$ cat src/design/ifmap_defs.svh
`ifndef IFMAP_DEFS_SVH
`define IFMAP_DEFS_SVH

// GLB geometry
// Address width must cover GLB_DEPTH words
`define GLB_ADDR_W 10
`define GLB_DATA_W 32
`define GLB_DEPTH 1024

// Staging FIFO between the GLB and the PE array
// Kept a power of two so the pointers wrap on their own
`define IFMAP_FIFO_DEPTH 8

// Width of the per-task pop count from the L2 controller
`define POP_NUM_W 5

`endif

$ cat src/design/glb_pkg.sv
`include "ifmap_defs.svh"

package glb_pkg;

    // Word address into the global buffer
    typedef logic [`GLB_ADDR_W-1:0] glb_addr_t;

    // One ifmap word as stored in the GLB and the FIFO
    typedef logic [`GLB_DATA_W-1:0] glb_data_t;

endpackage

$ cat src/design/glb_port_arbiter.sv
`timescale 1ns/1ps

module glb_port_arbiter (
    // Loader side, write only
    input  logic               load_we_i,
    input  glb_pkg::glb_addr_t load_addr_i,
    input  glb_pkg::glb_data_t load_data_i,

    // Ifmap path side, read only
    input  logic               rd_req_i,
    input  glb_pkg::glb_addr_t rd_addr_i,
    output logic               permit_o,

    // Shared SRAM port
    output logic               sram_we_o,
    output glb_pkg::glb_addr_t sram_addr_o,
    output glb_pkg::glb_data_t sram_wdata_o,
    input  glb_pkg::glb_data_t sram_rdata_i,
    output glb_pkg::glb_data_t rd_data_o
);
    import glb_pkg::*;

    // Port owner this cycle
    logic      load_grant;
    logic      rd_grant;
    glb_addr_t port_addr;

    // Loader always wins and is never stalled
    assign load_grant = load_we_i;
    assign rd_grant   = rd_req_i && !load_we_i;

    // Address mux onto the shared port
    always_comb begin
        if (load_grant) begin
            port_addr = load_addr_i;
        end else begin
            port_addr = rd_addr_i;
        end
    end

    assign sram_addr_o  = port_addr;
    assign sram_we_o    = load_grant;
    assign sram_wdata_o = load_data_i;

    // A blocked read simply retries next cycle, the requester holds its address
    assign permit_o = rd_grant;

    // Combinational SRAM read goes straight back to the reader
    assign rd_data_o = sram_rdata_i;

endmodule

$ cat config.mk
export PLATFORM = sky130hd
export DESIGN_NAME = glb_port_arbiter
export DESIGN_NICKNAME = d
export VERILOG_FILES = /design/src/design/glb_pkg.sv /design/src/design/glb_port_arbiter.sv
export VERILOG_INCLUDE_DIRS = /design/src /design/src/design
export SDC_FILE = /design/constraint.sdc
export NUM_CORES = 1
export LEC_CHECK = 0
export ABC_AREA = 1
export BUFFER_PORTS_ARGS = -buffer_cell sky130_fd_sc_hd__buf_2
export CAP_MARGIN = 20
export CORE_AREA = 2 2 63 65
export DETAILED_ROUTE_END_ITERATION = 10
export DIE_AREA = 0 0 65 67
export PLACE_DENSITY = 0.82
export RECOVER_POWER = 100
export SYNTH_ARGS = -nofsm -noshare
export SYNTH_HDL_FRONTEND = slang
export SYNTH_SLANG_ARGS = --single-unit
$ cat constraint.sdc
create_clock -name vclk -period 0.8
set_clock_uncertainty 0.15 [all_clocks]
set_input_delay 0.12 -clock vclk [all_inputs]
set_output_delay 0.12 -clock vclk [all_outputs]
set_load 0.01 [all_outputs]
==> flow_metrics.env, run 1 <==
export IMPL_rows=22
export IMPL_die_x_um=65
export IMPL_overflow=0
export IMPL_dp_hpwl_um=1350
export IMPL_dp_cells=117
export IMPL_synthXorXnorAreaFrac_pct=0
export IMPL_synth_area_leader_cell="buf_4"
export IMPL_synth_cells=99
export IMPL_area_growth_pct=-30.1
export IMPL_io_buffers=34
export IMPL_synthAdderAreaFrac_pct=0
export IMPL_critPathMaxFanout=8
export IMPL_drc=0
export IMPL_ys_seq_area_share_pct=0
export IMPL_die_area_um2=4360
export IMPL_most_common_layout_cells="31 x buf_2, 21 x nand2_1, 8 x nand2_2"
export IMPL_slew_viol_final=0
export IMPL_flops_and_latches=0
export IMPL_path_class="in2out"
export IMPL_synth_area_leaders="buf_4 78%, nand2_1 18%, buf_6 1.8%, inv_1 0.60%, inv_2 0.60%"
export IMPL_cts_setup_buffers=0
export IMPL_syn_num_nets=185
export IMPL_dieHeight_um=67
export IMPL_rsz0062_at_grt="true"
export IMPL_status="finished with violations"
export IMPL_worstPathArrival_ns=0.59
export IMPL_end_kind="primary output"
export IMPL_failed_checks="setup timing"
export IMPL_synth_top_area_share_pct=78.3
export IMPL_antenna_found_initial=0
export IMPL_clockBufferCount=0
export IMPL_slew_headroom_pct=93.1
export IMPL_seqCellArea_um2=0
export IMPL_core_area_um2=3610
export IMPL_setup_slack_ns=-0.0647
export IMPL_synth_area_per_cell_um2=6.29
export IMPL_synth_compound_area_share_pct=0
export IMPL_syn_area_um2=623
export IMPL_instances_no_fill=117
export IMPL_hp_class="in2out"
export IMPL_ios=162
export IMPL_start_util_pct=17.3
export IMPL_grt_util_all_layers_pct=6.00
export IMPL_fin_nets=157
export IMPL_fin_hold_ws_ns=0.0900
export IMPL_n_fill_cell=423
export IMPL_grt_max_degree=11
export IMPL_power_density_nw_per_um2=518
export IMPL_drive_above_1_share_pct=68.1
export IMPL_setup_violations=11
export IMPL_place_congestion=0.495
export IMPL_synth_distinct_cells=6
export IMPL_wl_per_cell_um=13.5
export IMPL_grt_pass1_wl_um=1930
export IMPL_maxCapViolations=0
export IMPL_vias=428
export IMPL_worst_pin_slew_ns=0.103
export IMPL_yosysWarnings=0
export IMPL_critPathRequiredTime_ns=0.53
export IMPL_grt_pass1_vias=389
export IMPL_vdd_drop_max_v=0.0000593
export IMPL_diodes=0
export IMPL_fin_crit_ns=0.865
export IMPL_synth_area_mux_share_pct=0
export IMPL_startpoint_type="primary input"
export IMPL_viasPerCell=3.66
export IMPL_dr_pass1_iters=2
export IMPL_hold_violations=0
export IMPL_final_common_cell="buf_2"
export IMPL_drt_iter0_markers=14
export IMPL_fmax_ghz=1.16
export IMPL_p_total_w=0.000225
export IMPL_synth_simple_gate_area_share_pct=18.7
export IMPL_power_leakage_nw=0.264
export IMPL_fin_crit_sh_pct=108
export IMPL_ant_nets=0
export IMPL_synth_top_family_by_area="buffers and inverters"
export IMPL_drt_total_wl_um=1580
## worst max-delay path: stages
cell     delay (ns)
buf_8          0.11
buf_12         0.13
nand2_4        0.06
nand2_2        0.04
buf_2          0.13
## power by group
part / switching (W) / internal, W / leakage [nW]
Combinational: 0.000111 / 0.000115 / 0.264
Sequential: 0 / 0 / 0
Clock: 0 / 0 / 0
## worst paths after layout
| check | startpoint | to | slack (ns) | cells after the start |
|---|---|---|---|---|
| worst max-delay path | load_we_i | sram_addr_o[7] | -0.06 | 5 |
| worst min-delay path | sram_rdata_i[12] | rd_data_o[12] | 0.09 | 0 |
## metrics by stage
stage	TNS, ns	cell area [µm²]	utilization (%)	setup WS (ns)
3_5_place_dp	-1.42	382	10.6	-0.143
4_1_cts	-0.590	409	11.3	-0.0619
6_report	-0.573	435	12.1	-0.0647
3_3_place_gp	-1.12	382	10.6	-0.128
2_1_floorplan	0	623	-	0.119
5_1_grt	-0.824	435	12.1	-0.0937
## timing repair
item                       in CTS  in global routing
resized for setup               9                  8
setup endpoints to repair      12                 11
pin swaps                       5                  0
hold buffers                    0                  0
## synth_stat cells
master   instances
buf_4           65
inv_1            1
nor2_1           1
nand2_1         30
inv_2            1
buf_6            1
## cell type report
| cell class | instances | area [µm²] | area share [%] |
|---|---|---|---|
| tap | 48 | 60.1 | 13.8 |
| inverter | 2 | 10.0 | 2.30 |
| multi-input combinational | 31 | 151 | 34.8 |
| timing repair buffer | 36 | 214 | 49.1 |
## layer usage
metal,part of all wire (%),global-route usage [%],routed length [µm]
met1,19,1.60,293
met2,47,12.8,750
met3,22,3.72,352
met4,12,8.51,187
met5,0,0,0
## cells by family after synthesis
family,count (synthesis)
buffers and inverters,68
and+or+nand+nor,31
Power figures use the tool's default switching activity.
==> inputs of run 2 (changes only) <==
==> constraint.sdc (replaced) <==
create_clock -name vclk -period 0.8
set_clock_uncertainty 0.15 [all_clocks]
set_input_delay 0.12 -clock vclk [all_inputs]
set_output_delay 0.12 -clock vclk [all_outputs]
set_load 0.1 [all_outputs]
==> run 2 against run 1 <==
The flow still finishes with violations (setup timing). Non-clock buffer count up 2. Cell count up 1.7%. First-iteration DRC count down 71%. Sequential share of layout area unchanged. Die area unchanged. Hold slack about the same. Count of clock-buffer cells in the layout unchanged. Critical endpoint is now sram_we_o.
==> flow_metrics.env, run 2 (same netlist as run 1, synthesis figures left out) <==
export IMPL_place_ws_ns=-0.367
export IMPL_grt_util_all_layers_pct=6.92
export IMPL_ant_nets=0
export IMPL_area_growth_pct=43.0
export IMPL_vias=439
export IMPL_end_kind="primary output"
export IMPL_p_seq_share_pct=0
export IMPL_slew_viol_final=0
export IMPL_comb_power_share_pct=100.0
export IMPL_worstPathArrival_ns=0.69
export IMPL_place_congestion=0.563
export IMPL_setup_violations=12
export IMPL_hold_violations=0
export IMPL_startpoint_type="primary input"
export IMPL_worst_pin_slew_ns=0.178
export IMPL_seqCellArea_um2=0
export IMPL_die_area_um2=4360
export IMPL_grt_pass1_vias=435
export IMPL_critPathMaxFanout=5
export IMPL_slew_headroom_pct=88.1
export IMPL_failed_checks="setup timing"
export IMPL_post_dp_cell_area_um2=757
export IMPL_status="finished with violations"
export IMPL_finish_instance_area_um2=891
export IMPL_fin_crit_ns=0.956
export IMPL_diodes=0
export IMPL_grt_max_degree=11
export IMPL_fmax_ghz=1.05
export IMPL_drc=0
export IMPL_min_from="sram_rdata_i[4]"
export IMPL_p_sw_share_pct=62.3
export IMPL_overflow=0
export IMPL_flops_and_latches=0
export IMPL_drt_total_wl_um=1720
export IMPL_power_leakage_nw=0.414
export IMPL_cp_top_family="buffers and inverters"
export IMPL_hp_class="in2out"
export IMPL_io_buffers=34
export IMPL_vdd_drop_max_v=0.000146
export IMPL_rsz0062_at_grt="true"
export IMPL_p_int_w=0.000331
export IMPL_start_util_pct=17.3
export IMPL_maxCapViolations=0
export IMPL_power_density_nw_per_um2=984
export IMPL_worstPathBufferInverterCount=4
export IMPL_setup_slack_ns=-0.156
export IMPL_switchingPower_w=0.000546
export IMPL_pwr_share_clk_pct=0
export IMPL_path_cells="buf_12 > buf_4 > buf_4 > buf_12"
export IMPL_fin_util_pct=24.7
export IMPL_final_common_cell="buf_2"
export IMPL_drt_iter0_markers=4
export IMPL_wl_per_cell_um=14.5
export IMPL_fin_nets=159
export IMPL_core_area_um2=3610
export IMPL_dp_hpwl_um=1490
export IMPL_fin_crit_sh_pct=120
export IMPL_grt_pass1_wl_um=2330
export IMPL_path_class="in2out"
export IMPL_most_common_layout_cells="21 x buf_2, 14 x buf_12, 11 x nand2_4, 11 x nand2_8, 7 x nand2_2"
export IMPL_clockBufferCount=0
export IMPL_cp_slowest_cell="buf_4"
export IMPL_critPathRequiredTime_ns=0.53
export IMPL_holdPathStages=0
export IMPL_antenna_found_initial=0
export IMPL_worstHoldEndpoint="rd_data_o[4]"
export IMPL_rows=22
export IMPL_drive_above_1_share_pct=97.2
export IMPL_viasPerCell=3.69
export IMPL_die_x_um=65
export IMPL_ios=162
export IMPL_dr_pass1_iters=2
export IMPL_cpPeakStageDelay_ns=0.15
export IMPL_dieHeight_um=67
-- run 2: changes by cell type in the layout (fill, tap and decap cells not counted), sizes merged --
cell,change
buf,+3
clkinv,+1
inv,-1
clkbuf,-1
-- run 2: repair_timing --
| action | CTS | global route |
|---|---|---|
| pin swaps | 1 | 1 |
| buffers inserted | 0 | 0 |
| endpoints found under the setup margin | 12 | 12 |
| hold buffers | 0 | 0 |
| resized for setup | 33 | 3 |
-- run 2: through the flow --
stage	cells	setup TNS (ns)	hold slack (ns)	total power [W]
3_3_place_gp	119	-3.71	0.0907	0.000799
5_1_grt	119	-1.93	0.0901	0.000905
6_report	119	-1.68	0.0900	0.000877
2_1_floorplan	99	-0.494	0.289	0.00203
4_1_cts	119	-1.80	0.0907	0.000879
3_5_place_dp	119	-3.79	0.0907	0.000806
-- run 2: metal layers --
layer  GRT usage, %  share of wire, %
met2           10.8                47
met4           10.9                13
met5              0                 0
met3           4.56                22
met1           4.30                18
-- run 2: power by group through the flow --
| stage | Combinational, W | Sequential [W] | Clock (W) |
|---|---|---|---|
| floorplan | 0.00203 | 0 | 0 |
| global placement | 0.000799 | 0 | 0 |
| global route | 0.000905 | 0 | 0 |
| CTS | 0.000879 | 0 | 0 |
| finish | 0.000877 | 0 | 0 |
| detailed placement | 0.000806 | 0 | 0 |
-- run 2: worst max-delay path by stage --
stage,start,endpoint,slack [ns],cells past startpoint
finish,load_we_i,sram_we_o,-0.16,4
floorplan,load_we_i,permit_o,-0.17,2
global placement,load_we_i,sram_addr_o[8],-0.36,5
global route,load_we_i,sram_addr_o[7],-0.18,5
CTS,load_we_i,sram_addr_o[3],-0.16,5
detailed placement,load_we_i,sram_addr_o[4],-0.37,5
-- run 2: cell type report --
type	count	area, µm²
Timing Repair Buffer	38	408
Inverter	2	20.0
Tap cell	48	60.1
Multi-Input combinational cell	31	403
Fill cell	377	2720
