`src/design/ifmap_defs.svh`:
```
`ifndef IFMAP_DEFS_SVH
`define IFMAP_DEFS_SVH

// GLB geometry
// Address width must cover GLB_DEPTH words
`define GLB_ADDR_W 10
`define GLB_DATA_W 32
`define GLB_DEPTH 1024

// Staging FIFO between the GLB and the PE array
// Kept a power of two so the pointers wrap on their own
`define IFMAP_FIFO_DEPTH 8

// Width of the per-task pop count from the L2 controller
`define POP_NUM_W 5

`endif

```
`src/design/glb_pkg.sv`:
```
`include "ifmap_defs.svh"

package glb_pkg;

    // Word address into the global buffer
    typedef logic [`GLB_ADDR_W-1:0] glb_addr_t;

    // One ifmap word as stored in the GLB and the FIFO
    typedef logic [`GLB_DATA_W-1:0] glb_data_t;

endpackage

```
`src/design/ifmap_fifo.sv`:
```
`timescale 1ns/1ps
`include "ifmap_defs.svh"

module ifmap_fifo (
    input  logic               clk,
    input  logic               rst_n,
    input  logic               clear_i,
    input  logic               push_i,
    input  glb_pkg::glb_data_t push_data_i,
    input  logic               pop_i,
    output glb_pkg::glb_data_t head_o,
    output logic               full_o,
    output logic               empty_o
);
    import glb_pkg::*;

    localparam int DEPTH = `IFMAP_FIFO_DEPTH;
    localparam int PTR_W = $clog2(DEPTH);
    localparam int CNT_W = $clog2(DEPTH + 1);

    glb_data_t        mem [DEPTH];
    logic [PTR_W-1:0] wr_ptr;
    logic [PTR_W-1:0] rd_ptr;
    logic [CNT_W-1:0] count;
    logic             do_push;
    logic             do_pop;

    // Requests past the flags are dropped
    assign do_push = push_i && !full_o;
    assign do_pop  = pop_i && !empty_o;

    // Storage
    always_ff @(posedge clk) begin
        if (do_push) begin
            mem[wr_ptr] <= push_data_i;
        end
    end

    // Pointers wrap naturally since the depth is a power of two
    always_ff @(posedge clk or negedge rst_n) begin
        if (!rst_n) begin
            wr_ptr <= '0;
            rd_ptr <= '0;
        end else if (clear_i) begin
            wr_ptr <= '0;
            rd_ptr <= '0;
        end else begin
            if (do_push) begin
                wr_ptr <= wr_ptr + PTR_W'(1);
            end
            if (do_pop) begin
                rd_ptr <= rd_ptr + PTR_W'(1);
            end
        end
    end

    // Occupancy, unchanged on a simultaneous push and pop
    always_ff @(posedge clk or negedge rst_n) begin
        if (!rst_n) begin
            count <= '0;
        end else if (clear_i) begin
            count <= '0;
        end else begin
            case ({do_push, do_pop})
                2'b10: count <= count + CNT_W'(1);
                2'b01: count <= count - CNT_W'(1);
                default: count <= count;
            endcase
        end
    end

    assign full_o  = (count == CNT_W'(DEPTH));
    assign empty_o = (count == '0);

    // Show-ahead head word
    assign head_o = mem[rd_ptr];

endmodule

```
`config.mk`:
```
export PLATFORM = sky130hd
export DESIGN_NAME = ifmap_fifo
export DESIGN_NICKNAME = d
export VERILOG_FILES = /design/src/design/glb_pkg.sv /design/src/design/ifmap_fifo.sv
export VERILOG_INCLUDE_DIRS = /design/src /design/src/design
export SDC_FILE = /design/constraint.sdc
export NUM_CORES = 1
export LEC_CHECK = 0
export BUFFER_PORTS_ARGS = -buffer_cell sky130_fd_sc_hd__buf_4
export CELL_PAD_IN_SITES_DETAIL_PLACEMENT = 0
export CELL_PAD_IN_SITES_GLOBAL_PLACEMENT = 1
export CORE_ASPECT_RATIO = 0.7
export CORE_MARGIN = 3
export CORE_UTILIZATION = 35
export CTS_CLUSTER_SIZE = 40
export DETAILED_ROUTE_END_ITERATION = 8
export PLACE_DENSITY_LB_ADDON = 0.1
export SETUP_SLACK_MARGIN = 0.02
export SKIP_CTS_REPAIR_TIMING = 1
export SLEW_MARGIN = 15
export SYNTH_ARGS = -nofsm -noshare
export SYNTH_HDL_FRONTEND = slang
export SYNTH_SLANG_ARGS = --single-unit
```
`constraint.sdc`:
```
create_clock -name clk -period 10.15 [get_ports clk]
set_input_delay 0 -clock clk [delete_from_list [all_inputs] [get_ports clk]]
set_output_delay 0 -clock clk [all_outputs]
set_load 0.01 [all_outputs]
```
==> results of run 1 <==
## kinds of logic (layout without fill, tap and decap cells)
logic type,count (synthesis),after routing
xor+xnor,5,5
mux,98,98
buf+inv,24,169
flops,266,266
simple gates,34,34
compound gates,18,18
fa+ha+maj,4,4
## worst register-to-register path: stages, from the launching register on
cell and delay [ns]:
dfrtp_1 0.62, or4b_2 0.30, nand2_1 0.10, or2_2 0.39, nor2_4 0.37, buf_4 0.49
## placed cells by master, fill, tap and decap left out, types with 4 or more instances in the layout
| cell type | netlist | routed |
|---|---|---|
| edfxtp_1 | 256 | 256 |
| nor2_4 | 0 | 6 |
| nand2_1 | 8 | 8 |
| dlygate4sd3_1 | 0 | 38 |
| buf_4 | 1 | 79 |
| a21oi_1 | 7 | 7 |
| nor2_1 | 12 | 6 |
| dfrtp_1 | 10 | 7 |
| ha_1 | 4 | 4 |
| clkbuf_1 | 5 | 14 |
| mux4_2 | 64 | 64 |
| clkbuf_16 | 0 | 27 |
| mux2_2 | 32 | 32 |
## worst min path at each step
stage,start,endpoint,cells after the start
finish,push_data_i[26],mem[4][26]$_DFFE_PP_,2
global placement,rst_n,wr_ptr[1]$_DFFE_PN0P_,1
global route,push_data_i[19],mem[0][19]$_DFFE_PP_,2
floorplan,rst_n,count[0]$_DFFE_PN0P_,0
detailed placement,rst_n,wr_ptr[0]$_DFFE_PN0P_,1
CTS,rst_n,wr_ptr[0]$_DFFE_PN0P_,1
## power groups by stage
| stage | logic [mW] | registers [mW] | clock network (mW) |
|---|---|---|---|
| after floorplan | 0.395 | 1.31 | 0 |
| after global placement | 0.541 | 1.36 | 0 |
| after detailed placement | 0.544 | 1.36 | 0 |
| after CTS | 0.547 | 1.34 | 0.947 |
| after global routing | 0.593 | 1.34 | 0.993 |
| final | 0.542 | 1.33 | 0.914 |
## flip-flops by register name (all words and copies together), names as in the netlist
register,count
rd_ptr,3
wr_ptr,3
count,4
mem,256
## cell type report
class,instances,area share
Sequential cell,266,0.635
Multi-Input combinational cell,159,0.185
Timing Repair Buffer,117,0.0778
Clock buffer,41,0.0582
Tap cell,371,0.0371
Clock inverter,9,0.00590
Inverter,2,0.000600
## layer usage
metal	vias up	routed length, um	share of wire	track usage
met2	81	10400	0.49	0.230
met4	0	367	0.017	0.0314
li1	2141	-	-	-
met5	-	0	0	0
met1	2576	9790	0.46	0.185
met3	32	779	0.037	0.0306
## stage by stage
step	std cells	util	setup WS, ns
after global routing	965	0.440	6.71
after global placement	877	0.399	7.43
after floorplan	449	-	6.36
after detailed placement	877	0.399	7.42
final	965	0.440	6.96
after CTS	927	0.427	6.83
==> impl_metrics.csv, run 1 <==
group,metric,value,unit
status,status,"completed",
power,peakVddDrop,147,uV
cts,cts-root-buf,"clkbuf_16",
worst_setup_path,path_buf_inv,2,
yosys,synth_area_leaders,"edfxtp_1 75%, mux4_2 14%, mux2_2 3.5%, dfrtp_1 2.4%, ha_1 0.49%",
sta,fin_skew,0.00921,ns
floorplanning,start_util,0.363,
sta,setup_viol_count_final,0,
worst_setup_path,cp_slowest_cell,"buf_4",
power,intPower,2.09,mW
yosys,synth-xor-area-share,0.00425,
yosys,synth_ff_type,"edfxtp_1",
yosys,seq_area_frac_synth,0.770,
placed_design,place_area,0.0113,mm2
cts,cts_buffers,27,
yosys,yosysTopAreaCell,"edfxtp_1",
floorplanning,core,0.0284,mm2
global_routing,grt_util_all_layers,0.137,
worst_setup_path,crit_family,"buffers and inverters",
yosys,yosys.area_share.adder,0.00485,
sta,worstMarginPinSlew,1.10,ns
yosys,synth.net_count,490,
sta,hold_violations,0,
finish,final_nets,614,
route,viasPerCell,5.01,
floorplanning,fp.dieH,150,um
sta,fin_setup_tns,0,ns
power,swShare,0.249,
sta,worst_hold_slack,0.235,ns
cts,cts.sinks,266,
floorplanning,io_pins,71,
finish,fill_cells,2423,
sta,min_period,3.19,ns
worst_setup_path,worst_setup_path_start_kind,"flop",
finish,final_area,0.0125,mm2
route,drt_first_pass_iters,4,
min_path,hp-class,"input pin to flop",
global_routing,grt_pass1_wl,32300,um
placed_design,io_buffers,70,
power,p_leak,4.02,nW
worst_setup_path,r2r_cells,5,
floorplanning,dieWidth,211,um
yosys,synth_common_cells,"256 x edfxtp_1, 64 x mux4_2, 32 x mux2_2, 12 x nor2_1, 10 x dfrtp_1",
run,maxCapViolations,0,
yosys,synth_top_family_by_area,"multiplexers",
worst_setup_path,cp-end-kind,"output port",
global_routing,first_global_vias,5156,
finish,regArea,0.00795,mm2
yosys,yosysMostFrequentCell,"edfxtp_1",
worst_setup_path,crit_chain,"buf_4, mux4_2, mux2_2, buf_4",
power,combPwrFrac,0.194,
yosys,synth-compound-area-share,0.0164,
route,ant_nets,0,
route,routed_wl,21300,um
yosys,avgSynthCellArea,23.0,um2
power,p_per_area,223,mW/mm2
sta,timing.final.crit_share,0.314,
sta,slew_violations,0,
route,routed-via-count,4830,
sta,clock.fmax,314,MHz
power,p_seq_frac,0.478,
worst_setup_path,slowest_delay,0.81,ns
placed_design,dp.final_hpwl,10900,um
cts,cts_htree_levels,1,
worst_setup_path,r2r_end,"mem[4][6]$_DFFE_PP_",
global_routing,grt_max_degree,67,
cts,cts_tree,"done",
yosys,yosysWarnings,0,
placed_design,gp_congestion,0.690,
worst_setup_path,crit_end,"head_o[30]",
global_routing,antenna_found_initial,0,
yosys,yosys.area_share.simple,0.0165,
power,power.switching,694,uW
cts,clk_pin_slew_worst_paths,0.06,ns
worst_setup_path,cpMostUsedCell,"buf_4",
sta,rsz0062_at_grt,"no",
finish,multi_input_area,0.00231,mm2
sta,slew_headroom,0.269,
worst_setup_path,reg2reg_setup_slack,7.50,ns
yosys,synth-edff-count,256,
power,pwr-share-clk,0.328,
floorplanning,dieArea,0.0316,mm2
yosys,ys_ff_latch,266,
finish,area_growth,21.3,%
yosys,synth_cells,449,
global_routing,grt_overflow_total,0,
worst_setup_path,cp.required,10.15,ns
yosys,synth_top_area_share,0.746,
worst_setup_path,reg2reg_from,"count[0]$_DFFE_PN0P_",
yosys,synthMuxAreaShare,0.177,
worst_setup_path,crit_fanout,46,
route,drt-wirelength-per-cell,22.1,um
yosys,yosysUniqueCellTypes,36,
worst_setup_path,cp_num_cells,4,
route,drc,0,
finish,drive_gt1_frac,0.386,
worst_setup_path,arrival,3.19,ns
power,total_power,2.79,mW
floorplanning,row_count,51,
cts,clockBufferDepth,3,
worst_setup_path,worstSetupPathType,"flop to output port",
finish,n_antenna_cell,0,
yosys,netlist_area,0.0103,mm2
route,drt_first_iter_violations,183,
cts,worst_skew_pair.late_latency,0.53,ns
yosys,synthArstFlopShare,0.0376,
worst_setup_path,setup.worst_path.start,"rd_ptr[0]$_DFFE_PN0P_",
No activity file was read; power rests on OpenSTA's default activity.
==> run 2: changes to the inputs <==
- clock period: 10.15 -> 3.3 ns (I/O delays scaled with it)
==> impl_metrics.csv, run 2 (synthesis gave the netlist of run 1 again) <==
group,metric,value,unit
status,status,"completed",
cts,cts.sinks,266,
sta,slew_violations,0,
worst_setup_path,crit_fanout,28,
cts,cts_buffers,27,
finish,largest_reg_flops,256,
sta,setup_slack,0.581,ns
cts,worst_skew_pair.late_latency,0.52,ns
min_path,hp-class,"input pin to flop",
global_routing,grt_overflow_total,0,
placed_design,dp.final_hpwl,12000,um
finish,final_cell_mix,"256 x edfxtp_1, 81 x buf_4, 64 x mux4_2",
global_routing,grt_pass1_wl,31800,um
cts,cts_htree_levels,1,
floorplanning,start_util,0.363,
power,p_seq_frac,0.460,
route,ant_nets,0,
finish,n_antenna_cell,0,
power,p_leak,4.08,nW
placed_design,io_buffers,70,
global_routing,first_global_vias,5005,
finish,drive_gt1_frac,0.404,
route,drt-wirelength-per-cell,21.7,um
route,drt_first_iter_violations,314,
sta,fin_setup_tns,0,ns
finish,area_growth,22.8,%
cts,cts-root-buf,"clkbuf_16",
sta,slew_headroom,0.312,
sta,worst_hold_slack,0.261,ns
worst_setup_path,arrival,2.72,ns
cts,cts_tree,"done",
floorplanning,core,0.0284,mm2
route,drt_first_pass_iters,4,
worst_setup_path,reg2reg_setup_slack,0.73,ns
power,peakVddDrop,355,uV
floorplanning,io_pins,71,
power,intPower,6.67,mW
power,swShare,0.245,
worst_setup_path,cp-end-kind,"output port",
power,combPwrFrac,0.199,
finish,largest-register,"mem",
sta,clock.fmax,368,MHz
sta,setup_viol_count_final,0,
route,viasPerCell,5.01,
global_routing,grt_max_degree,43,
floorplanning,dieWidth,211,um
finish,finalNonFillerCells,968,
worst_setup_path,worstSetupPathType,"flop to output port",
finish,final_nets,618,
floorplanning,row_count,51,
sta,rsz0062_at_grt,"no",
floorplanning,fp.dieH,150,um
placed_design,placed_cells,882,
cts,clk_pin_slew_worst_paths,0.06,ns
global_routing,antenna_found_initial,0,
worst_setup_path,cp.required,3.30,ns
cts,clockBufferDepth,3,
placed_design,pre_cts_ws,0.677,ns
finish,reg_top3,"mem: 256 flops, count: 4 flops",
power,p_per_area,697,mW/mm2
finish,final_common_cell,"edfxtp_1",
sta,timing.final.crit_share,0.824,
floorplanning,dieArea,0.0316,mm2
route,routed-via-count,4845,
route,drc,0,
placed_design,gp_congestion,0.709,
sta,hold_violations,0,
sta,worstMarginPinSlew,1.03,ns
global_routing,grt_util_all_layers,0.135,
sta,min_period,2.72,ns
run,maxCapViolations,0,
power,power.switching,2.16,mW
worst_setup_path,worst_setup_path_start_kind,"flop",
power,pwr-share-clk,0.341,
route,routed_wl,21000,um
sta,fin_skew,0.00623,ns
==> run 2: cell count changes in the layout (fill, tap and decap cells not counted), moves of 3 or more <==
cell / change
clkbuf_1: -9
buf_12: +3
clkbuf_8: +3
clkinvlp_4: +3
==> run 2: worst max-delay path: stages, from the launching register on <==
cell and delay (ns):
dfrtp_4 0.81, buf_4 0.35, mux4_2 0.54, mux2_2 0.31, buf_4 0.15
==> run 2: final cells by class <==
type	count	area (um2)
Fill cell	2400	15700
Sequential cell	266	7940
Multi-Input combinational cell	159	2330
Timing Repair Buffer	121	1040
Clock buffer	35	736
Tap cell	371	464
Clock inverter	14	148
Inverter	2	7.51
==> run 2: per-stage QoR <==
step / util / power (mW) / instance area (um2)
2_1_floorplan: - / 5.23 / 10300
3_3_place_gp: 0.402 / 5.89 / 11400
3_5_place_dp: 0.402 / 5.91 / 11400
4_1_cts: 0.433 / 8.95 / 12300
5_1_grt: 0.446 / 9.27 / 12700
6_report: 0.446 / 8.83 / 12700
==> run 2: worst paths after layout <==
| kind | start | endpoint | cells past startpoint |
|---|---|---|---|
| setup / recovery | rd_ptr[0]$_DFFE_PN0P_ | head_o[31] | 4 |
| hold / removal | push_data_i[20] | mem[0][20]$_DFFE_PP_ | 2 |
| setup reg to reg | count[1]$_DFFE_PN0P_ | mem[3][5]$_DFFE_PP_ | 4 |
| hold reg to reg | wr_ptr[0]$_DFFE_PN0P_ | wr_ptr[0]$_DFFE_PN0P_ | 2 |
| max in group asynchronous | rst_n | rd_ptr[0]$_DFFE_PN0P_ | 3 |
| min in group asynchronous | rst_n | count[1]$_DFFE_PN0P_ | 3 |
==> run 2: power groups by stage <==
stage	Combinational, mW	Clock, mW	Sequential [mW]
finish	1.76	3.01	4.06
global route	1.92	3.26	4.09
CTS	1.77	3.10	4.07
detailed placement	1.76	0	4.14
global placement	1.76	0	4.13
floorplan	1.22	0	4.01
==> run 2: routing by layer <==
layer | up-vias | routed length (um) | global-route usage | share of wire
li1 | 2153 | - | - | -
met1 | 2565 | 10200 | 0.204 | 0.49
met2 | 105 | 9590 | 0.209 | 0.46
met3 | 22 | 846 | 0.0226 | 0.040
met4 | 0 | 317 | 0.0258 | 0.015
met5 | - | 0 | 0 | 0
==> run 3: changes to the inputs <==
- clock period: 3.3 -> 2.7 ns (I/O delays scaled with it)
==> impl_metrics.csv, run 3 (synthesis gave the netlist of run 1 again) <==
group,metric,value,unit
worst_setup_path,cp.required,2.92,ns
finish,largest_reg_flops,256,
finish,final_area,0.0129,mm2
sta,rsz0062_at_grt,"no",
worst_setup_path,worstSetupPathType,"flop to flop",
sta,min_period,2.52,ns
route,viasPerCell,4.99,
global_routing,grt_max_degree,44,
cts,cts_htree_levels,1,
floorplanning,core,0.0284,mm2
power,intPower,8.47,mW
finish,drive_gt1_frac,0.418,
route,drt-wirelength-per-cell,21.8,um
cts,cts_buffers,28,
power,power.switching,2.76,mW
route,ant_nets,0,
finish,reg_top3,"mem: 256 flops, count: 4 flops",
sta,clock.fmax,397,MHz
cts,cts_tree,"done",
sta,setup_viol_count_final,0,
sta,slew_violations,0,
global_routing,grt_overflow_total,0,
floorplanning,row_count,51,
status,status,"completed",
sta,hold_violations,0,
finish,final_common_cell,"edfxtp_1",
cts,clk_pin_slew_worst_paths,0.06,ns
finish,final_nets,626,
worst_setup_path,crit_fanout,22,
floorplanning,dieWidth,211,um
finish,area_growth,24.7,%
finish,fill_cells,2371,
power,combPwrFrac,0.208,
floorplanning,fp.dieH,150,um
sta,fin_setup_tns,0,ns
route,routed-via-count,4885,
power,peakVddDrop,436,uV
global_routing,grt_util_all_layers,0.137,
sta,slew_headroom,0.284,
finish,largest-register,"mem",
route,drc,0,
sta,fin_skew,0.0290,ns
finish,finalNonFillerCells,978,
placed_design,gp_congestion,0.730,
floorplanning,io_pins,71,
power,pwr-share-clk,0.361,
placed_design,placed_cells,888,
route,drt_first_iter_violations,283,
finish,n_antenna_cell,0,
sta,timing.final.crit_share,0.934,
global_routing,antenna_found_initial,1,
cts,clockBufferDepth,3,
worst_setup_path,worst_setup_path_start_kind,"flop",
placed_design,dp.final_hpwl,12900,um
cts,cts-root-buf,"clkbuf_16",
power,total_power,11.2,mW
min_path,hp-class,"input pin to flop",
floorplanning,start_util,0.363,
power,p_seq_frac,0.431,
worst_setup_path,arrival,2.74,ns
global_routing,grt_pass1_wl,32500,um
cts,cts.sinks,266,
global_routing,first_global_vias,5053,
placed_design,place_area,0.0115,mm2
floorplanning,dieArea,0.0316,mm2
power,swShare,0.246,
sta,worstMarginPinSlew,1.07,ns
run,maxCapViolations,0,
route,drt_first_pass_iters,4,
power,p_leak,4.16,nW
sta,worst_hold_slack,0.235,ns
finish,final_cell_mix,"256 x edfxtp_1, 85 x buf_4, 64 x mux4_2",
cts,worst_skew_pair.late_latency,0.54,ns
worst_setup_path,cp-end-kind,"flop",
route,routed_wl,21300,um
power,p_per_area,874,mW/mm2
placed_design,io_buffers,70,
[run 3: through the flow]
stage           util  setup WS [ns]
2_1_floorplan      -         -0.209
3_3_place_gp   0.403          0.198
3_5_place_dp   0.403         0.0892
4_1_cts        0.438         0.0625
5_1_grt        0.453         0.0219
6_report       0.453          0.178
[run 3: layer usage]
metal	global-route usage	vias to the layer above	share of wire
met5	0	-	0.00061
met4	0.0231	2	0.013
met3	0.0266	29	0.036
met2	0.204	96	0.45
met1	0.213	2582	0.50
li1	-	2176	-
[run 3: worst paths after layout]
| kind | startpoint | end | slack (ns) | depth (start not counted) |
|---|---|---|---|---|
| max | count[1]$_DFFE_PN0P_ | mem[6][12]$_DFFE_PP_ | 0.18 | 5 |
| min in group asynchronous | rst_n | count[1]$_DFFE_PN0P_ | 0.50 | 3 |
| min | push_data_i[27] | mem[1][27]$_DFFE_PP_ | 0.24 | 2 |
| max reg2reg | count[1]$_DFFE_PN0P_ | mem[6][12]$_DFFE_PP_ | 0.18 | 5 |
| min reg2reg | wr_ptr[0]$_DFFE_PN0P_ | wr_ptr[0]$_DFFE_PN0P_ | 0.59 | 2 |
| max in group asynchronous | rst_n | rd_ptr[0]$_DFFE_PN0P_ | 1.85 | 3 |
[run 3: power by group through the flow]
stage	clock, mW	sequential (mW)	combinational [mW]
3_5_place_dp	0	4.93	2.34
4_1_cts	4.15	4.85	2.35
6_report	4.05	4.85	2.34
5_1_grt	4.36	4.86	2.55
2_1_floorplan	0	4.90	1.49
3_3_place_gp	0	4.93	2.34
[run 3: area by class of cell]
class | instances | area [um2] | share of cell area
Tap cell | 371 | 464 | 0.0361
Clock buffer | 30 | 708 | 0.0551
Sequential cell | 266 | 7940 | 0.618
Multi-Input combinational cell | 159 | 2330 | 0.181
Clock inverter | 22 | 285 | 0.0222
Inverter | 2 | 7.51 | 0.000584
Timing Repair Buffer | 128 | 1120 | 0.0870
[run 3: worst max-delay path: stages, from the launching register on]
cell and delay [ns]:
dfrtp_1 0.48, or4b_2 0.23, nand2_1 0.09, or2_2 0.39, nor2_4 0.67, buf_4 0.35
