$ cat src/design/ifmap_defs.svh
`ifndef IFMAP_DEFS_SVH
`define IFMAP_DEFS_SVH

// GLB geometry
// Address width must cover GLB_DEPTH words
`define GLB_ADDR_W 10
`define GLB_DATA_W 32
`define GLB_DEPTH 1024

// Staging FIFO between the GLB and the PE array
// Kept a power of two so the pointers wrap on their own
`define IFMAP_FIFO_DEPTH 8

// Width of the per-task pop count from the L2 controller
`define POP_NUM_W 5

`endif

$ cat src/design/glb_pkg.sv
`include "ifmap_defs.svh"

package glb_pkg;

    // Word address into the global buffer
    typedef logic [`GLB_ADDR_W-1:0] glb_addr_t;

    // One ifmap word as stored in the GLB and the FIFO
    typedef logic [`GLB_DATA_W-1:0] glb_data_t;

endpackage

$ cat src/design/ifmap_ctrl_pkg.sv
`include "ifmap_defs.svh"

package ifmap_ctrl_pkg;

    // Task sequencer states
    typedef enum logic [1:0] {
        IDLE,
        POP,
        PUSH
    } ifmap_state_t;

    // Number of pops requested for one task
    typedef logic [`POP_NUM_W-1:0] pop_num_t;

endpackage

$ cat src/design/ifmap_fifo_ctrl.sv
`timescale 1ns/1ps

module ifmap_fifo_ctrl (
    input  logic                     clk,
    input  logic                     rst_n,
    input  logic                     clear_i,

    // Task request from the L2 controller
    input  logic                     need_pop_i,
    input  ifmap_ctrl_pkg::pop_num_t pop_num_i,

    // Arbiter grant and FIFO flags
    input  logic                     permit_push_i,
    input  logic                     fifo_full_i,
    input  logic                     fifo_empty_i,

    // GLB read side
    input  glb_pkg::glb_addr_t       glb_base_addr_i,
    input  glb_pkg::glb_data_t       glb_read_data_i,

    // FIFO write and read strobes
    output logic                     push_en_o,
    output glb_pkg::glb_data_t       push_data_o,
    output logic                     pop_en_o,

    // Request to the arbiter
    output logic                     glb_read_req_o,
    output glb_pkg::glb_addr_t       glb_read_addr_o,

    output logic                     done_o
);
    import glb_pkg::*;
    import ifmap_ctrl_pkg::*;

    ifmap_state_t state;
    ifmap_state_t state_nxt;
    pop_num_t     pop_num_q;
    pop_num_t     pop_cnt;
    pop_num_t     last_idx;
    glb_addr_t    read_ptr;
    logic         zero_task;
    logic         last_pop;

    assign zero_task = (pop_num_q == '0);
    assign last_idx  = pop_num_q - pop_num_t'(1);

    // Task ends on the pop that carries the final index
    assign last_pop = pop_en_o && (pop_cnt == last_idx);

    always_ff @(posedge clk or negedge rst_n) begin
        if (!rst_n) begin
            state <= IDLE;
        end else begin
            state <= state_nxt;
        end
    end

    always_comb begin
        state_nxt = state;
        case (state)
            IDLE: begin
                if (need_pop_i) begin
                    state_nxt = POP;
                end
            end
            POP: begin
                if (zero_task || last_pop) begin
                    state_nxt = IDLE;
                end else if (fifo_empty_i) begin
                    state_nxt = PUSH;
                end
            end
            PUSH: begin
                // Refill runs until the FIFO is full
                if (fifo_full_i) begin
                    state_nxt = POP;
                end
            end
            default: state_nxt = IDLE;
        endcase
    end

    // Count is sampled every idle cycle, so the value at need_pop wins
    always_ff @(posedge clk or negedge rst_n) begin
        if (!rst_n) begin
            pop_num_q <= '0;
        end else if (state == IDLE) begin
            pop_num_q <= pop_num_i;
        end
    end

    always_ff @(posedge clk or negedge rst_n) begin
        if (!rst_n) begin
            pop_cnt <= '0;
        end else if (state == IDLE) begin
            pop_cnt <= '0;
        end else if (pop_en_o) begin
            pop_cnt <= pop_cnt + pop_num_t'(1);
        end
    end

    // Read pointer survives across tasks until a clear
    always_ff @(posedge clk or negedge rst_n) begin
        if (!rst_n) begin
            read_ptr <= '0;
        end else if (clear_i) begin
            read_ptr <= '0;
        end else if (push_en_o) begin
            read_ptr <= read_ptr + glb_addr_t'(1);
        end
    end

    // Wraps at GLB_DEPTH through the address width
    assign glb_read_addr_o = glb_base_addr_i + read_ptr;

    assign glb_read_req_o = (state == PUSH) && !fifo_full_i;
    assign push_en_o      = (state == PUSH) && permit_push_i && !fifo_full_i;
    assign push_data_o    = glb_read_data_i;

    assign pop_en_o = (state == POP) && !fifo_empty_i && !zero_task;
    assign done_o   = (state == IDLE);

endmodule

$ cat config.mk
export PLATFORM = sky130hd
export DESIGN_NAME = ifmap_fifo_ctrl
export DESIGN_NICKNAME = d
export VERILOG_FILES = /design/src/design/glb_pkg.sv /design/src/design/ifmap_ctrl_pkg.sv /design/src/design/ifmap_fifo_ctrl.sv
export VERILOG_INCLUDE_DIRS = /design/src /design/src/design
export SDC_FILE = /design/constraint.sdc
export NUM_CORES = 1
export LEC_CHECK = 0
export BUFFER_PORTS_ARGS = -buffer_cell sky130_fd_sc_hd__buf_2
export CAP_MARGIN = 5
export CORE_ASPECT_RATIO = 1.25
export CORE_MARGIN = 2
export CORE_UTILIZATION = 48
export CTS_CLUSTER_DIAMETER = 100
export DETAILED_ROUTE_END_ITERATION = 8
export GPL_TIMING_DRIVEN = 0
export PLACE_DENSITY = 0.86
export REMOVE_ABC_BUFFERS = 1
export SKIP_CTS_REPAIR_TIMING = 1
export SYNTH_ARGS = -nofsm -noshare
export SYNTH_HDL_FRONTEND = slang
export SYNTH_SLANG_ARGS = --single-unit
$ cat constraint.sdc
create_clock -name clk -period 4.7 [get_ports clk]
set_input_delay 0.94 -clock clk [delete_from_list [all_inputs] [get_ports clk]]
set_output_delay 0.94 -clock clk [all_outputs]
set_load 0.05 [all_outputs]
==> metrics.txt, run 1 <==
clk sinks 22; relative slew slack 0.4592; Synth Register Bits 22; drc violations 0; Die ar. 0.004218 sq mm; hold crit path type flip-flop to flip-flop; max capacitance violation total 0; Finished Core Util 0.5100; clock slew at reported path FFs 70 ps; Critical Path AT 2650 ps; Synth warnings 0; Core Region 0.003513 sq mm; syn_area_per_cell 9.377 sq um; clk_lat worst skew 260 ps; first-pass GRT wire length 6893 um; status finished clean; total global routing track utilization 0.2181; hpwl dp 3459 um; n_diodes 0; Worst setup SP type input pin; flop2flop setup slack 2730 ps; period utilization 0.7647; Max Fclk 0.2782 GHz; Placed Area 0.001750 sq mm; Hold Crit Depth 1; DRT antenna net count 0; Nets 262; Hold Worst Slack 560.2 ps; most common cell after layout, fill and taps aside buf_2; sequential area share after synthesis 0.3090; commonest non-fill, non-tap cells in the layout 35 x buf_2, 22 x dfrtp_1, 16 x nor2_1; Design Area, Final 0.001792 sq mm; Critical Path RT 3760 ps; post-DR wirelength/cell 18.15 um; Area Overhead vs Synth 0.5619%; GRT overflow 0; ys flop type dfrtp_1; mapped cell area 0.001782 sq mm; crit-path most repeated cell buf_2; Largest stage delay, worst path 410 ps; hold_sp pop_cnt[2]$_DFFE_PN0P_; leakage power 0.8441 nW; largest net degree at the start of global routing 23; Initial Util 0.5071; Initial DRT Pass Iterations 4; final number of hold-violating endpoints 0; minimum clock period 3594 ps; Worst R2R Start pop_num_q[0]$_DFFE_PN0P_; Crit Path Class input pin to primary output; vias per cell 5.763; final WL 4210 um; worst path bufs/invs 3; num rows 24; CTS tree done; vias in the first global route 1402; RD Place Congestion 0.8299; RSZ-0062 raised after global routing no; # IOs 100; setup TNS after final layout 0 ps; crit-path leading delay family adder cells; DIE HEIGHT 72.12 um; CTS Buf Count 3; synthesized instance count 190; maximum fanout along the worst path 3; EDFF count, synth 0; DR vias 1337; IR drop worst, VDD 0.0003206 V; Synth async-reset ratio 1.000; htree depth 1; CP max-delay cell fa_1; initial antenna violation count 0; final clock skew 1.450 ps; final setup violation count 0; Root Driver clkbuf_8; Reg2Reg Capture Point state[0]$_DFFE_PN0P_; Critical Path End Type primary output; Port Buf Inserts 35; WHS Endpoint pop_cnt[2]$_DFFE_PN0P_; Pwr Density 387.1 mW/mm^2; Final Max Slew Viols 0; Yosys cell types 41; Slew @ Worst Pin 808.2 ps; critical-path cell list buf_2, ha_1, inv_1, fa_1, nor2b_1, o2111ai_1, a31oi_1, xor2_1, buf_2; FF-to-FF path depth 6; Clock Path Buffers 2; layout cell share with drive strength beyond 1 0.2332; die width 58.50 um; number of DRC markers in iteration 0 67
## power by group
group / internal, W / switching, W / leakage, nW / total [W]
Clock: 0.0000571 / 0.0000566 / 0.0216 / 0.000114
Combinational: 0.000124 / 0.000184 / 0.529 / 0.000308
Sequential: 0.000226 / 0.0000455 / 0.293 / 0.000272
Total: 0.000408 / 0.000286 / 0.844 / 0.000694
## layout make-up
cell class                      count  area [sq um]
Sequential cell                    22         550.5
Clock buffer                        3         41.29
Timing Repair Buffer               35         175.2
Tap cell                           39         48.80
Fill cell                         328          1722
Multi-Input combinational cell    127         953.4
Inverter                            6         22.52
## stage by stage
step | cells | power, W | setup WS, ps
after detailed placement | 229 | 0.0005843 | 1095
after CTS | 232 | 0.0006992 | 1086
after global routing | 232 | 0.0007448 | 918.1
after floorplan | 155 | 0.0005112 | 833.5
final | 232 | 0.0006935 | 1106
after global placement | 229 | 0.0005734 | 1134
## sequential cells by signal (all words and copies together), names as in the netlist
| signal | cells |
|---|---|
| read_ptr | 10 |
| pop_cnt | 5 |
| pop_num_q | 5 |
| state | 2 |
## synth_stat cells (2+ instances only)
master,number,area share
nor2_1,16,0.034
a21o_1,2,0.0084
mux2i_1,4,0.022
xnor2_1,12,0.059
and3_1,2,0.0070
ha_1,12,0.084
dfrtp_1,22,0.31
mux2_2,3,0.019
a31oi_1,2,0.0070
or3_1,2,0.0070
buf_4,33,0.14
o211ai_1,4,0.017
nand2_1,7,0.015
inv_1,6,0.013
nor4_1,2,0.0070
a21oi_1,8,0.022
clkbuf_1,2,0.0042
xor2_1,11,0.054
nand4_1,2,0.0070
nor3b_1,2,0.0084
nand2b_1,3,0.011
nor3_1,3,0.0084
nand3_1,3,0.0084
o2111ai_1,3,0.015
o31ai_1,2,0.0084
o21ai_0,7,0.020
## routing by layer
metal / vias to the layer above / track usage / wire [um]
li1: 639 / - / -
met1: 610 / 0.2594 / 1652
met2: 77 / 0.3109 / 1776
met3: 9 / 0.1444 / 699
met4: 2 / 0.05943 / 48
met5: - / 0.1169 / 32
## kinds of logic (layout without fill, tap and decap cells)
logic type / after synthesis / count (layout) / synth area share
XOR/XNOR: 23 / 23 / 0.1131
multiplexers: 7 / 7 / 0.04143
adder cells (fa/ha/maj): 13 / 13 / 0.09550
flip-flops: 22 / 22 / 0.3090
AND/OR/NAND/NOR: 50 / 50 / 0.1496
AO/OA/AOI/OAI: 34 / 34 / 0.1355
buffers and inverters: 41 / 44 / 0.1559
## how the worst max path moves through the flow
stage | start | to | slack, ps | depth (start not counted)
4_1_cts | glb_base_addr_i[0] | glb_read_addr_o[8] | 1090 | 9
3_5_place_dp | glb_base_addr_i[0] | glb_read_addr_o[8] | 1100 | 9
3_3_place_gp | glb_base_addr_i[0] | glb_read_addr_o[8] | 1130 | 9
6_report | glb_base_addr_i[0] | glb_read_addr_o[8] | 1110 | 9
2_1_floorplan | glb_base_addr_i[1] | glb_read_addr_o[9] | 830 | 5
5_1_grt | glb_base_addr_i[0] | glb_read_addr_o[8] | 920 | 9
No activity file was read; power rests on OpenSTA's default activity.
==> run 2, diff against run 1 <==
--- a/config.mk
+++ b/config.mk
@@ -10,11 +10,11 @@
 export CAP_MARGIN = 5
 export CORE_ASPECT_RATIO = 1.25
 export CORE_MARGIN = 2
-export CORE_UTILIZATION = 48
+export CORE_UTILIZATION = 40
 export CTS_CLUSTER_DIAMETER = 100
 export DETAILED_ROUTE_END_ITERATION = 8
 export GPL_TIMING_DRIVEN = 0
-export PLACE_DENSITY = 0.86
+export PLACE_DENSITY = 0.76
 export REMOVE_ABC_BUFFERS = 1
 export SKIP_CTS_REPAIR_TIMING = 1
 export SYNTH_ARGS = -nofsm -noshare
==> constraint.sdc (replaced) <==
create_clock -name clk -period 3.1 [get_ports clk]
set_input_delay 0.62 -clock clk [delete_from_list [all_inputs] [get_ports clk]]
set_output_delay 0.62 -clock clk [all_outputs]
set_load 0.05 [all_outputs]
==> run 2 against run 1 <==
  * Setup slack got worse by 990 ps
  * Via count increased by 1.3%
  * Clock skew increased by 1.7 ps
  * Sequential power increased by 52%
  * Utilization decreased by 8.4 points
  * Routed wire length increased by 2.0%
  * Largest power group unchanged
  * Die area increased by 19%
  * Critical path depth decreased by 1
  * Cell area increased by 3.6%
==> metrics.txt, run 2 (same netlist as run 1, synthesis figures left out) <==
met3 usage 0.1089; max capacitance violation total 0; vias in the first global route 1348; critical-path cell list ha_1, inv_1, fa_1, nor2b_1, o2111ai_1, a31oi_1, xor2_1, clkbuf_4; Port Buf Inserts 35; most common cell after layout, fill and taps aside buf_2; num rows 27; period utilization 0.9631; DRT antenna net count 0; hpwl dp 3288 um; Area Overhead vs Synth 4.143%; cell count after placement 248; DIE HEIGHT 78.62 um; commonest non-fill, non-tap cells in the layout 34 x buf_2, 21 x dfrtp_1, 16 x nor2_1; CTS Buf Count 3; Final Non-Filler Cells 252; relative slew slack 0.4774; worst path bufs/invs 2; htree depth 1; total global routing track utilization 0.1719; fillers 428; IR drop worst, VDD 0.0003753 V; Design Area, Final 0.001856 sq mm; Crit Path Class flip-flop to primary output; clk_lat worst skew 260 ps; clock slew at reported path FFs 80 ps; Worst Setup EP glb_read_addr_o[8]; Multi-input gate area 959.7 sq um; number of DRC markers in iteration 0 47; drc violations 0; Reg2Reg Capture Point pop_cnt[2]$_DFFE_PN0P_; met1 Usage GRT 0.2137; Core Region 0.004358 sq mm; Hold Worst Slack 317.7 ps; Placed Area 0.001774 sq mm; Critical Path AT 2370 ps; Critical Path RT 2480 ps; Worst setup SP type flip-flop; met2 GRT Util 0.2463; FF-to-FF path depth 6; Initial Util 0.4088; Largest Register read_ptr; RSZ-0062 raised after global routing yes; # IOs 100; RD Place Congestion 0.8230; clk sinks 22; post-DR wirelength/cell 17.04 um; minimum clock period 2985 ps; hold crit path type input pin to async pin; largest registers read_ptr (10), pop_cnt (5), pop_num_q (5); Pwr Density 619.3 mW/mm^2; die width 63.70 um; Root Driver clkbuf_8; Die ar. 0.005008 sq mm; most used routing layer met2; status finished clean; Max Fclk 0.3350 GHz; CP max-delay cell dfrtp_2; layout cell share with drive strength beyond 1 0.2474; leakage power 0.8590 nW; DR vias 1354; register area 551.8 sq um; largest net degree at the start of global routing 23; Initial DRT Pass Iterations 4; final clock skew 3.105 ps; CTS tree done; Worst R2R Start pop_num_q[0]$_DFFE_PN0P_; critical path depth 8; flop2flop setup slack 1140 ps; Slew @ Worst Pin 781.0 ps; vias per cell 5.373; n_diodes 0; Nets 262; crit-path leading delay family adder cells; Setup crit start read_ptr[0]$_DFFE_PN0P_; maximum fanout along the worst path 5; Final Max Slew Viols 0; final WL 4294 um; initial antenna violation count 0; Largest stage delay, worst path 430 ps; first-pass GRT wire length 6603 um; Critical Path End Type primary output; final setup violation count 0; GRT overflow 0; number of flip-flops in the largest register 10; final number of hold-violating endpoints 0; Clock Path Buffers 2
## run 2: cell type report
cell class                 instances  share of cell area
timing repair buffer              35             0.09575
multi-input combinational        127              0.5172
clock inverter                     1             0.01618
inverter                           6             0.01214
clock buffer                       3             0.02225
tap                               58             0.03911
sequential                        22              0.2974
## run 2: through the flow
stage / power, W / TNS (ps) / util / worst slack (ps)
global placement: 0.0008717 / 0 / 0.4071 / 159.0
CTS: 0.001157 / -23.49 / 0.4235 / -23.49
floorplan: 0.0007750 / -126.5 / - / -126.5
global route: 0.001221 / -9.400 / 0.4258 / -9.400
finish: 0.001149 / 0 / 0.4258 / 114.5
detailed placement: 0.0008863 / 0 / 0.4071 / 89.57
## run 2: worst min-delay path by stage
stage,startpoint,end,cells past startpoint
after floorplan,rst_n,pop_cnt[0]$_DFFE_PN0P_,0
after global placement,pop_cnt[2]$_DFFE_PN0P_,pop_cnt[2]$_DFFE_PN0P_,1
after detailed placement,pop_cnt[2]$_DFFE_PN0P_,pop_cnt[2]$_DFFE_PN0P_,1
after CTS,rst_n,pop_num_q[3]$_DFFE_PN0P_,1
after global routing,rst_n,pop_num_q[4]$_DFFE_PN0P_,1
final,rst_n,pop_num_q[2]$_DFFE_PN0P_,1
## run 2: routing by layer
metal | vias up | wire length [um]
met2 | 75 | 1763
li1 | 644 | -
met3 | 2 | 600
met5 | - | 30
met4 | 2 | 4
met1 | 631 | 1896
## run 2: where the power goes
group / internal, W / switching (W)
registers: 0.000343 / 0.0000698
clock network: 0.000172 / 0.0000921
logic: 0.000189 / 0.000282
total: 0.000705 / 0.000444
## run 2: worst reg2reg max path, delay by kind of cell, from the launching register on
| family | cells | cell delay (ps) |
|---|---|---|
| buf+inv | 1 | 90 |
| flops | 1 | 420 |
| mux | 1 | 190 |
| simple gates | 3 | 980 |
| fa+ha+maj | 1 | 210 |
==> run 3, diff against run 2 <==
--- a/config.mk
+++ b/config.mk
@@ -6,15 +6,16 @@
 export SDC_FILE = /design/constraint.sdc
 export NUM_CORES = 1
 export LEC_CHECK = 0
+export ABC_AREA = 1
 export BUFFER_PORTS_ARGS = -buffer_cell sky130_fd_sc_hd__buf_2
 export CAP_MARGIN = 5
 export CORE_ASPECT_RATIO = 1.25
 export CORE_MARGIN = 2
-export CORE_UTILIZATION = 40
+export CORE_UTILIZATION = 41
 export CTS_CLUSTER_DIAMETER = 100
 export DETAILED_ROUTE_END_ITERATION = 8
 export GPL_TIMING_DRIVEN = 0
-export PLACE_DENSITY = 0.76
+export PLACE_DENSITY = 0.77
 export REMOVE_ABC_BUFFERS = 1
 export SKIP_CTS_REPAIR_TIMING = 1
 export SYNTH_ARGS = -nofsm -noshare
==> run 3 against run 2 <==
  * Combinational power is 12% higher
  * Clock power is 2% higher
  * Routed wire length is 4.6% higher
  * Critical path type unchanged
==> metrics.txt, run 3 <==
post-synthesis xor/xnor area fraction 0.05137; max capacitance violation total 0; Placed Area 0.001879 sq mm; Worst setup SP type flip-flop; initial antenna violation count 0; syn_area_per_cell 7.502 sq um; CP max-delay cell dfrtp_1; IR drop worst, VDD 0.0002087 V; largest registers read_ptr (10), pop_cnt (5), pop_num_q (5); DRT antenna net count 0; Design Area, Final 0.001954 sq mm; clock share of power 0.227; DIE HEIGHT 79.62 um; Synth async-reset ratio 1.000; flop2flop setup slack 1340 ps; CTS tree done; final number of hold-violating endpoints 0; layout cell share with drive strength beyond 1 0.1953; drc violations 0; Critical Path RT 2480 ps; Initial Util 0.4271; num rows 27; final clock skew 10.15 ps; vias in the first global route 1560; Largest stage delay, worst path 420 ps; n_diodes 0; Critical Path End Type primary output; maximum fanout along the worst path 4; Clock Path Buffers 2; sw power 0.0005123 W; clk sinks 22; largest area contributor in the netlist dfrtp_1; Area Overhead vs Synth 4.203%; internal cell power 0.0006777 W; Critical Path AT 2280 ps; status finished clean; Crit Path Class flip-flop to primary output; worst path bufs/invs 2; Largest Register read_ptr; post-synthesis compound-gate area fraction 0.1101; first-pass GRT wire length 7258 um; number of flip-flops in the largest register 10; Port Buf Inserts 35; RD Place Congestion 0.7910; htree depth 1; RSZ-0062 raised after global routing no; Die ar. 0.005135 sq mm; Synth warnings 0; relative slew slack 0.5588; Sw Ratio 0.4305; sequential area share after synthesis 0.2935; leakage power 1.016 nW; clk_lat worst skew 270 ps; DR vias 1602; Nets 324; FF-to-FF path depth 6; most frequent cell after synthesis nand2_1; final WL 4493 um; largest net degree at the start of global routing 23; # IOs 100; Core Region 0.004392 sq mm; Yosys cell types 29; vias per cell 5.102; minimum clock period 2904 ps; total global routing track utilization 0.1836; GRT overflow 0; EDFF count, synth 0; CTS Buf Count 3; Slew @ Worst Pin 659.4 ps; clock slew at reported path FFs 90 ps; Worst R2R Start state[0]$_DFFE_PN0P_; number of DRC markers in iteration 0 95; mapped cell area 0.001876 sq mm; hold crit path type input pin to async pin; Max Fclk 0.3444 GHz; Post-synth top cells 47 x nand2_1, 32 x buf_4, 29 x inv_1, 22 x dfrtp_1, 20 x nor2_1; die width 64.50 um; Combinational Power Share 0.444; Final Max Slew Viols 0; post-DR wirelength/cell 14.31 um; Initial DRT Pass Iterations 4; final setup violation count 0; hpwl dp 3556 um; most common cell after layout, fill and taps aside nand2_1; Sequential Power Share 0.329; Hold Worst Slack 310.6 ps; critical-path cell list ha_1, inv_1, fa_1, o21ai_2, nand4_1, o211ai_1, xor2_1, buf_2; commonest non-fill, non-tap cells in the layout 47 x nand2_1, 35 x buf_2, 29 x inv_1; Synth Register Bits 22; crit-path leading delay family adder cells; Area contributors post-synth dfrtp_1 29%, buf_4 13%, nand2_1 9.4%; Synth top area share 0.2935; post-synthesis mux area share 0; area share of and/or/nand/nor cells after synthesis 0.2602; synthesized instance count 250; Reg2Reg Capture Point state[1]$_DFFE_PN0P_; Root Driver clkbuf_8; post-synthesis adder-cell area fraction 0.09073; period utilization 0.9368; Pwr Density 608.9 mW/mm^2; largest family of logic cells by synthesized area simple AND/OR/NAND/NOR gates; ys flop type dfrtp_1
## run 3: changes by cell type after synthesis, moves of 4 or more
cell	previous run	this run
xnor2_1	12	3
nor2_1	16	20
nand3_1	3	18
o21ai_0	7	14
a21oi_1	8	16
nand2_1	7	47
inv_1	6	29
mux2i_1	4	0
## run 3: worst max-delay path by stage
stage / endpoint / slack, ps / cells after the start / startpoint
after floorplan: glb_read_addr_o[6] / -110 / 8 / glb_base_addr_i[0]
after global placement: glb_read_addr_o[8] / 30 / 9 / glb_base_addr_i[0]
after detailed placement: glb_read_addr_o[8] / 10 / 9 / glb_base_addr_i[0]
after CTS: glb_read_addr_o[8] / -40 / 8 / read_ptr[0]$_DFFE_PN0P_
after global routing: glb_read_addr_o[6] / 50 / 9 / read_ptr[0]$_DFFE_PN0P_
final: glb_read_addr_o[8] / 200 / 8 / read_ptr[0]$_DFFE_PN0P_
## run 3: cell families after synthesis
group	Yosys count
AO/OA/AOI/OAI	38
XOR/XNOR	11
adder cells (fa/ha/maj)	13
buffers and inverters	65
flip-flops	22
AND/OR/NAND/NOR	101
## run 3: layer usage
metal,share of wire,global-route usage,vias up
li1,-,-,792
met1,0.41,0.2256,724
met2,0.43,0.2740,84
met3,0.15,0.1157,2
met4,0.0018,0.02553,0
met5,0,0.04545,-
## run 3: cell type report
cell class / count / area [sq um]
well taps: 58 / 72.57
fillers: 463 / 2437
inverters: 32 / 120.1
flip-flops and latches: 22 / 550.5
clock inverters: 1 / 30.03
multi-input cells: 163 / 964.7
clock buffers: 3 / 41.29
repair buffers: 35 / 175.2
## run 3: stage by stage
stage	utilization	instances	worst slack, ps	total power [W]	TNS [ps]
detailed placement	0.4279	310	10.51	0.0009249	0
global route	0.4450	314	46.74	0.001292	0
finish	0.4450	314	196.0	0.001190	0
CTS	0.4442	314	-35.95	0.001202	-35.95
floorplan	-	217	-107.8	0.0008070	-168.1
global placement	0.4279	310	30.23	0.0009115	0
## run 3: power by group through the flow
stage	sequential, W	clock (W)	combinational (W)
floorplan	0.000385	0	0.000422
global placement	0.000395	0	0.000517
detailed placement	0.000397	0	0.000528
CTS	0.000391	0.000279	0.000532
global route	0.000399	0.000289	0.000603
finish	0.000392	0.000270	0.000528
